<file path="config.mk">
export PLATFORM = sky130hd
export DESIGN_NAME = branch_predictor
export DESIGN_NICKNAME = d
export VERILOG_FILES = /design/src/hdl/bp_pkg.sv /design/src/hdl/bht.sv /design/src/hdl/btb.sv /design/src/hdl/fetch_target_sel.sv /design/src/hdl/branch_predictor.sv
export SDC_FILE = /design/constraint.sdc
export NUM_CORES = 2
export LEC_CHECK = 0
export ABC_AREA = 1
export CAP_MARGIN = 20
export CORE_MARGIN = 2
export CORE_UTILIZATION = 30
export DETAILED_ROUTE_END_ITERATION = 6
export DONT_BUFFER_PORTS = 1
export SYNTH_ARGS = -nofsm -noshare
export SYNTH_HDL_FRONTEND = slang
export SYNTH_HIERARCHICAL = 1
export SYNTH_SLANG_ARGS = --single-unit
</file>
<file path="constraint.sdc">
create_clock -name clk -period 9.3 [get_ports clk]
set_clock_uncertainty 0.15 [all_clocks]
set_input_delay 0.465 -clock clk [delete_from_list [all_inputs] [get_ports clk]]
set_output_delay 0.465 -clock clk [all_outputs]
set_load 0.01 [all_outputs]
</file>
<file path="src/hdl/bp_pkg.sv">
`default_nettype none

package bp_pkg;

	// a fetch group holds two instructions of four bytes each
	localparam int fetch_num = 2;
	localparam int slot_bits = 1;

	localparam int addr_width = 32;

	// byte offset of an instruction word inside the address
	localparam int slot_offset = 2;

	localparam int group_bytes = fetch_num * 4;

	localparam int btb_entries = 32;
	localparam int bht_entries = 64;

	typedef logic [addr_width-1:0] virt_t;

	typedef logic [slot_bits-1:0] slot_t;

	// the top bit of the counter is the taken prediction
	typedef enum logic [1:0] {
		strong_nt = 2'b00,
		weak_nt   = 2'b01,
		weak_t    = 2'b10,
		strong_t  = 2'b11
	} counter_t;

endpackage

`default_nettype wire

</file>
<file path="src/hdl/bht.sv">
`default_nettype none

module bht #(
	// must be a multiple of the fetch width
	parameter int entries = bp_pkg::bht_entries
) (
	input  wire logic                          clk,
	input  wire logic                          rst,
	input  wire logic                          flush,
	input  wire bp_pkg::virt_t                 pc,
	input  wire logic                          update_valid,
	input  wire bp_pkg::virt_t                 update_pc,
	input  wire logic                          update_taken,
	output logic [bp_pkg::fetch_num-1:0]       slot_taken
);

	localparam int rows      = entries / bp_pkg::fetch_num;
	localparam int row_bits  = $clog2(rows);
	localparam int index_lsb = bp_pkg::slot_offset + bp_pkg::slot_bits;

	logic             valid   [rows][bp_pkg::fetch_num];
	bp_pkg::counter_t counter [rows][bp_pkg::fetch_num];

	logic [row_bits-1:0] index;
	logic [row_bits-1:0] update_index;
	bp_pkg::slot_t       update_slot;

	assign index        = pc[index_lsb +: row_bits];
	assign update_index = update_pc[index_lsb +: row_bits];
	assign update_slot  = update_pc[bp_pkg::slot_offset +: bp_pkg::slot_bits];

	// a taken outcome from either weak state jumps straight to strong taken
	function automatic bp_pkg::counter_t step_counter(
		input bp_pkg::counter_t cur,
		input logic             taken
	);
		bp_pkg::counter_t nxt;
		if (taken) begin
			unique case (cur)
				bp_pkg::strong_nt: nxt = bp_pkg::weak_nt;
				bp_pkg::weak_nt:   nxt = bp_pkg::strong_t;
				bp_pkg::weak_t:    nxt = bp_pkg::strong_t;
				bp_pkg::strong_t:  nxt = bp_pkg::strong_t;
			endcase
		end else begin
			unique case (cur)
				bp_pkg::strong_nt: nxt = bp_pkg::strong_nt;
				bp_pkg::weak_nt:   nxt = bp_pkg::strong_nt;
				bp_pkg::weak_t:    nxt = bp_pkg::strong_nt;
				bp_pkg::strong_t:  nxt = bp_pkg::weak_t;
			endcase
		end
		return nxt;
	endfunction

	for (genvar i = 0; i < bp_pkg::fetch_num; i++) begin : gen_slot_taken
		assign slot_taken[i] = valid[index][i] && counter[index][i][1];
	end

	always_ff @(posedge clk or posedge rst) begin
		if (rst) begin
			for (int r = 0; r < rows; r++) begin
				for (int s = 0; s < bp_pkg::fetch_num; s++) begin
					valid[r][s]   <= 1'b0;
					counter[r][s] <= bp_pkg::strong_nt;
				end
			end
		end else if (flush) begin
			// after a flush one taken update is enough to predict taken again
			for (int r = 0; r < rows; r++) begin
				for (int s = 0; s < bp_pkg::fetch_num; s++) begin
					valid[r][s]   <= 1'b0;
					counter[r][s] <= bp_pkg::weak_t;
				end
			end
		end else if (update_valid) begin
			valid[update_index][update_slot]   <= 1'b1;
			counter[update_index][update_slot] <= step_counter(
				counter[update_index][update_slot], update_taken);
		end
	end

endmodule

`default_nettype wire

</file>
<file path="src/hdl/btb.sv">
`default_nettype none

module btb #(
	parameter int entries = bp_pkg::btb_entries
) (
	input  wire logic                                  clk,
	input  wire logic                                  rst,
	input  wire logic                                  flush,
	input  wire bp_pkg::virt_t                         pc,
	input  wire logic                                  update_valid,
	input  wire bp_pkg::virt_t                         update_pc,
	input  wire logic                                  update_taken,
	input  wire bp_pkg::virt_t                         update_target,
	output logic          [bp_pkg::fetch_num-1:0]      slot_hit,
	output bp_pkg::virt_t [bp_pkg::fetch_num-1:0]      slot_target
);

	localparam int rows      = entries / bp_pkg::fetch_num;
	localparam int row_bits  = $clog2(rows);
	localparam int index_lsb = bp_pkg::slot_offset + bp_pkg::slot_bits;
	localparam int tag_lsb   = index_lsb + row_bits;
	localparam int tag_bits  = bp_pkg::addr_width - tag_lsb;

	logic                valid   [rows][bp_pkg::fetch_num];
	logic [tag_bits-1:0] tags    [rows][bp_pkg::fetch_num];
	bp_pkg::virt_t       targets [rows][bp_pkg::fetch_num];

	logic [row_bits-1:0] index;
	logic [tag_bits-1:0] pc_tag;

	logic [row_bits-1:0] update_index;
	logic [tag_bits-1:0] update_tag;
	bp_pkg::slot_t       update_slot;
	logic                write_en;

	assign index  = pc[index_lsb +: row_bits];
	assign pc_tag = pc[tag_lsb +: tag_bits];

	assign update_index = update_pc[index_lsb +: row_bits];
	assign update_tag   = update_pc[tag_lsb +: tag_bits];
	assign update_slot  = update_pc[bp_pkg::slot_offset +: bp_pkg::slot_bits];

	// only taken branches allocate and a flush in the same cycle drops the write
	assign write_en = update_valid && update_taken && !flush;

	for (genvar i = 0; i < bp_pkg::fetch_num; i++) begin : gen_slot_read
		assign slot_hit[i]    = valid[index][i] && (tags[index][i] == pc_tag);
		assign slot_target[i] = targets[index][i];
	end

	always_ff @(posedge clk or posedge rst) begin
		if (rst) begin
			for (int r = 0; r < rows; r++) begin
				for (int s = 0; s < bp_pkg::fetch_num; s++) begin
					valid[r][s] <= 1'b0;
				end
			end
		end else if (flush) begin
			for (int r = 0; r < rows; r++) begin
				for (int s = 0; s < bp_pkg::fetch_num; s++) begin
					valid[r][s] <= 1'b0;
				end
			end
		end else if (write_en) begin
			valid[update_index][update_slot] <= 1'b1;
		end
	end

	// taken updates write the tag and the target of the addressed slot
	always_ff @(posedge clk) begin
		if (write_en) begin
			tags[update_index][update_slot]    <= update_tag;
			targets[update_index][update_slot] <= update_target;
		end
	end

endmodule

`default_nettype wire

</file>
<file path="src/hdl/fetch_target_sel.sv">
`default_nettype none

module fetch_target_sel (
	input  wire bp_pkg::virt_t                         pc,
	input  wire logic          [bp_pkg::fetch_num-1:0] slot_taken,
	input  wire logic          [bp_pkg::fetch_num-1:0] slot_hit,
	input  wire bp_pkg::virt_t [bp_pkg::fetch_num-1:0] slot_target,
	output logic                                       pred_taken,
	output bp_pkg::slot_t                              pred_slot,
	output bp_pkg::virt_t                              next_pc
);

	bp_pkg::slot_t                  fetch_slot;
	bp_pkg::virt_t                  group_base;
	bp_pkg::virt_t                  fall_through;
	logic [bp_pkg::fetch_num-1:0]   slot_valid;
	logic [bp_pkg::fetch_num-1:0]   candidate;

	assign fetch_slot   = pc[bp_pkg::slot_offset +: bp_pkg::slot_bits];
	assign group_base   = pc & ~bp_pkg::virt_t'(bp_pkg::group_bytes - 1);
	assign fall_through = group_base + bp_pkg::virt_t'(bp_pkg::group_bytes);

	// fetch enters the group at fetch_slot so earlier slots are not executed
	always_comb begin
		for (int i = 0; i < bp_pkg::fetch_num; i++) begin
			slot_valid[i] = (i >= int'(fetch_slot));
		end
	end

	// a slot needs both a taken counter and a matching target
	assign candidate = slot_taken & slot_hit & slot_valid;

	always_comb begin
		pred_taken = 1'b0;
		pred_slot  = '0;
		next_pc    = fall_through;
		// walk downwards so the lowest candidate is the one left standing
		for (int i = bp_pkg::fetch_num - 1; i >= 0; i--) begin
			if (candidate[i]) begin
				pred_taken = 1'b1;
				pred_slot  = bp_pkg::slot_t'(i);
				next_pc    = slot_target[i];
			end
		end
	end

endmodule

`default_nettype wire

</file>
<file path="src/hdl/branch_predictor.sv">
`default_nettype none

module branch_predictor (
	input  wire logic          clk,
	input  wire logic          rst,
	input  wire logic          flush,
	input  wire bp_pkg::virt_t pc,
	input  wire logic          update_valid,
	input  wire bp_pkg::virt_t update_pc,
	input  wire logic          update_taken,
	input  wire bp_pkg::virt_t update_target,
	output logic               pred_taken,
	output bp_pkg::slot_t      pred_slot,
	output bp_pkg::virt_t      next_pc
);

	logic          [bp_pkg::fetch_num-1:0] slot_taken;
	logic          [bp_pkg::fetch_num-1:0] slot_hit;
	bp_pkg::virt_t [bp_pkg::fetch_num-1:0] slot_target;

	// direction from the counters
	bht u_bht (
		.clk          (clk),
		.rst          (rst),
		.flush        (flush),
		.pc           (pc),
		.update_valid (update_valid),
		.update_pc    (update_pc),
		.update_taken (update_taken),
		.slot_taken   (slot_taken)
	);

	// targets of branches seen taken before
	btb u_btb (
		.clk           (clk),
		.rst           (rst),
		.flush         (flush),
		.pc            (pc),
		.update_valid  (update_valid),
		.update_pc     (update_pc),
		.update_taken  (update_taken),
		.update_target (update_target),
		.slot_hit      (slot_hit),
		.slot_target   (slot_target)
	);

	fetch_target_sel u_fetch_target_sel (
		.pc          (pc),
		.slot_taken  (slot_taken),
		.slot_hit    (slot_hit),
		.slot_target (slot_target),
		.pred_taken  (pred_taken),
		.pred_slot   (pred_slot),
		.next_pc     (next_pc)
	);

endmodule

`default_nettype wire

</file>
After elaboration in Yosys (flattened, before gate mapping) --
Memory sizes are Yosys's and may differ from the RTL's. Index checks and enable logic that the tools add are counted.
Storage, ports and cells: input port bits 101, memories kept 2, RAM bits 1824, bits in registers 224, word-level logic and storage cells 250, output and inout port bits 34
Memories:
- u_btb.targets | words 16, bits a word 64, rd ports 1, clocked after Yosys merged registers in 0, wr ports 1, line btb.sv:26 | bp_pkg::virt_t targets [rows][bp_pkg::fetch_num];
- u_btb.tags | words 16, bits a word 50, rd ports 1, clocked after Yosys merged registers in 0, wr ports 1, line btb.sv:25 | logic [tag_bits-1:0] tags [rows][bp_pkg::fetch_num];
Cells by class: $add $sub $neg 1, bitwise gates (word level) 9, equality and inequality tests 5, reduce and logical (&&, ||, !) cells 15, multiplexer cells 49, magnitude comparators 9
Operator list (count):
- $mux W128 | 2
- $mux W64 | 3
- $mux W32 | 5
- $bwmux W128 | 1
- $or A64 B64 Y64 | 1
- $eq A25 B25 Y1 | 2
- $mux W50 | 1
- $bmux W4 S5 | 2
- $add A32 B4 Y32 const B | 1
- $demux W32 S1 | 1
- $or A32 B32 Y32 | 1
- $mux W2 | 13
- $demux W25 S1 | 1
- $mux W25 | 1
- $demux W4 S5 | 1
- $mux W4 | 5
- $ge A6 B6 Y1 const B | 2
- $not A5 Y6 | 2
- $bmux W2 S5 | 1
- $demux W2 S5 | 1
- $ge A5 B5 Y1 const B | 2
- $not A4 Y5 | 2
- $logic_and A1 B1 Y1 | 9
- $bmux W2 S4 | 1
- other kinds (18) | 27

Depth between registers and ports, before layout --
word-level depth 16, gate-level depth with buffers 27

Modules after synthesis --
Netlist, hierarchy kept.
Modules (own cells, without submodules):
- btb | cells an instance 6165, sequential area each 55573.3 um^2, times used 1, area an instance 75190.9 um^2
- bht | cells an instance 1351, sequential area each 4804.6 um^2, times used 1, area an instance 10263.6 um^2
- fetch_target_sel | cells an instance 355, sequential area each 0.0 um^2, times used 1, area an instance 1555.2 um^2

Worst setup path after synthesis --
Ideal clock, no wire load.
kind input to register, start in flush, end mem u_btb/tags[10][0] (netlist bit) (enable), stages 5, arrival 3.447 ns, setup slack 5.231 ns, data required time 8.678 ns, buffers on the path 2, setup time 0.472 ns, cell sequence clkbuf_1 > nor2_1 > nand2_1 > buf_1 > nor2_1
Between the ends: longest elaborated chain between the ends 4
RTL lines:
- from (decl) | line branch_predictor.sv:6 | input wire logic flush,
- $logic_not A1 Y1 | line btb.sv:44 | assign write_en = update_valid && update_taken && !flush;
- $logic_and A1 B1 Y1 | line btb.sv:44
- $mux W1 | line btb.sv:71 | if (write_en) begin
- $mux W50 (not written as such) | line btb.sv:72 | tags[update_index][update_slot] <= update_tag;
- to (decl) | line btb.sv:25
No other way between the ends.

Worst setup path after layout --
start in pc[4], end out next_pc[17]
Between the ends: elaborated cells on any way between the ends 24, those cells by class 1 x add/sub; 2 x eq/ne; 11 x mux; 4 x bitwise; 4 x reduce/logical; 2 x memory
RTL lines:
- from (decl) | line branch_predictor.sv:7 | input wire bp_pkg::virt_t pc,
- branches (longest 4 deep; another with $mem_v2 Z16 W50)
- $logic_and A1 B1 Y1 * | line btb.sv:47 | assign slot_hit[i] = valid[index][i] && (tags[index][i] == pc_tag);
- net slot_hit (one bit) | line branch_predictor.sv:18 | logic [bp_pkg::fetch_num-1:0] slot_hit;
- $and A2 B2 Y2 * (2 in series) | line fetch_target_sel.sv:31 | assign candidate = slot_taken & slot_hit & slot_valid;
- $mux W32 * | line fetch_target_sel.sv:39 | if (candidate[i]) begin
- to (decl) | line branch_predictor.sv:14 | output bp_pkg::virt_t next_pc
Mark *: on every way through the listed nets, which the timed path passes. The select of a mux whose other input is x is not followed.

==> metrics <==
via count 60600; CTS buffer count 201; YS warnings 6; Design Power 19.1 mW; non-filler cells, final 11800; crit end category output port; multi-input logic area 0.0223 mm^2; Worst-path clk slew 60 ps; busiest grt layer met2; Worst EP arrival 6160 ps; PD cells 194 mW/mm^2; area grow syn2layout 13.1%; GPL Wtd Cong 0.830; Residual DRC 2; H-tree level count 4; port bufs 0; Crit path required time 8690 ps; starting density of the core 30.2%; hold endpoint u_bht/counter[45]; final max-slew violation count 306; die height 543 um; Netlist cell types 39; Net Count, Synth 7973; most frequent cells in the layout 1824 x edfxtp_1, 1811 x nand2_1, 867 x nor2_1, 790 x nand3_1, 643 x o21ai_0; met2 usage 28.1%; status finished, violations left; fin util 34.1%; initial DRC count 7909; ANT nets after route 0; clock tree sinks 2048; Final HPWL DP 134000 um; post-synthesis sequential element count 2048; Vias/cell 5.16; GRT Util Overall 17.4%; DP Cell Count 11300; Setup TNS Final 0 ps; Synth Area per Inst 11.1 um^2; Reg2Reg Launch Point u_bht/counter[73]; min-delay worst type in -> reg; RSZ-0062 raised after global routing false; ratio of cells with drive above 1 in the final layout 6.44%; final wirelength 266000 um; peak supply drop 0.000142 V; first-pass GRT wire length 383000 um; fin nets 7895; headroom to the max-slew limit -37.3%; Skew-Pair Late Insertion Delay 830 ps; Most used DFF post-synth edfxtp_1; worst slack, placed 3200 ps; row cnt 197; fill count 28200; Ports 135; worst-margin pin slew 2060 ps; grt met3 use 3.13%; Fmax 148 MHz; top cells by area, synth edfxtp_1 63%, nand2_1 7.8%, dfrtp_1 6.4%, nand3_1 4.5%, nor2_1 3.9%; Post-synth EDFFs 1824; Initial DRT Pass Iterations 7; CORE AREA 0.288 mm^2; cell count after synthesis 7871; DR WL/cell 22.6 um; top-area cell type share of the netlist area 62.9%; sequential element share of the synthesized area 69.4%; CTS tree done; worst r2r path cells 12; Max-Cap Viols 0; grt met1 use 24.0%; die extent in x 543 um; R2R setup slack 7040 ps; Min Clock Period, post-route 6780 ps; number of global-route vias before repair 56700; Critical Path Fanout Max 434; period utilization 72.9%; final worst setup slack 2520 ps; final setup violation count 0; initial antenna violation count 24; Crit Path Class in -> out; pin count of the biggest net entering global routing 435; synthesized cell area 0.0870 mm^2; Static Leak 35.0 nW; hold path cells 7; Hold Violations, Final 0; area leader, netlist edfxtp_1; GRT Residual Overflow 0; ys async rst share 10.9%; clock buffer depth 3; crit path launch type primary input; die area 0.294 mm^2; HP Start update_pc[6]; root buf cell clkbuf_16; failing checks DRC, slew limit; commonest non-fill, non-tap cell in the layout edfxtp_1; reg-to-reg endpoint u_bht/counter[115]; Seq. cell area 0.0604 mm^2
## cells by family (layout without fill, tap and decap cells)
family	after synthesis	after routing	share of synthesized area (%)
compound gates	1165	1165	8.13
xor+xnor	9	9	0.0906
fa+ha+maj	1	1	0.0144
buf+inv	1063	1154	5.30
flops	2048	2048	69.4
other cells	0	11	0
simple gates	3585	3585	17.1
## worst max-delay path, cell delays in order
cell and delay, ps:
inv_8 1130, buf_4 570, nor2_1 100, o21ai_0 110
nand3_1 110, nand3_1 160, nand3_1 140, nand2_1 190
inv_1 70, nand2_1 100, nor2_1 50, nand3_1 110
nor2_1 70, inv_1 50, nor2_1 30, nand2_1 180
nand3_1 120, inv_2 390, buf_4 480, nand2_1 90
nand2_1 340, inv_1 100, nand2_1 190
## power by group
part | switching [mW] | internal (mW)
Combinational | 0.781 | 0.309
Clock | 3.46 | 4.51
Sequential | 0.0102 | 10.1
Total | 4.25 | 14.9
## final cells by class
type | count | share of cell area [%]
Multi-Input combinational cell | 4760 | 22.6
Clock inverter | 109 | 0.957
Sequential cell | 2048 | 61.3
Clock buffer | 263 | 5.50
Timing Repair Buffer | 194 | 2.46
Tap cell | 3781 | 4.81
Inverter | 588 | 2.28
Antenna cell | 11 | 0.0280
## per-layer routing
metal | wire length [um] | share of wire, %
met5 | 42 | 0.016
met4 | 7050 | 2.7
met3 | 23700 | 8.9
met2 | 124000 | 47
met1 | 111000 | 42
## worst max path at each step
stage                     start                to  cells after the start
after CTS                 pc[4]       next_pc[14]                     23
after detailed placement  pc[4]       next_pc[14]                     23
after global placement    pc[4]       next_pc[14]                     23
final                     pc[4]       next_pc[17]                     23
after global routing      pc[4]       next_pc[17]                     21
after floorplan             rst  u_bht/counter[0]                      1
## per-stage QoR
| step | hold WS, ps | instance area [um^2] |
|---|---|---|
| finish | 59.9 | 98400 |
| global route | 59.2 | 98400 |
| CTS | 2.68 | 97800 |
| detailed placement | 330 | 90400 |
| global placement | 323 | 90400 |
| floorplan | 314 | 87000 |
## registers in the layout (all words and copies together) (netlist names)
name           cells
u_btb/targets   1024
u_bht/counter    128
u_btb/tags       800
u_bht/valid       64
u_btb/valid       32
## synth_stat cells, types with 4 or more instances
library cell,number
a21oi_1,90
buf_1,51
buf_2,135
buf_4,42
buf_6,34
clkbuf_1,210
dfrtp_1,224
edfxtp_1,1824
inv_1,581
inv_2,5
nand2_1,1814
nand2_2,5
nand3_1,790
nand3_2,35
nand4_1,4
nor2_1,899
nor2_2,4
nor2_4,6
nor3_1,6
o211ai_1,91
o21a_1,24
o21ai_0,643
o21ai_1,13
o221ai_1,215
o22ai_1,73
o311ai_0,11
or2_2,13
xor2_1,6
## repair_timing
item / 4_1_cts / 5_1_grt
hold endpoints to repair: 2102 / 0
setup buffers: 0 / 0
hold buffers: 84 / 0
gates resized for setup: 0 / 0
setup endpoints to repair: 0 / 0
No activity file was read; power rests on OpenSTA's default activity.
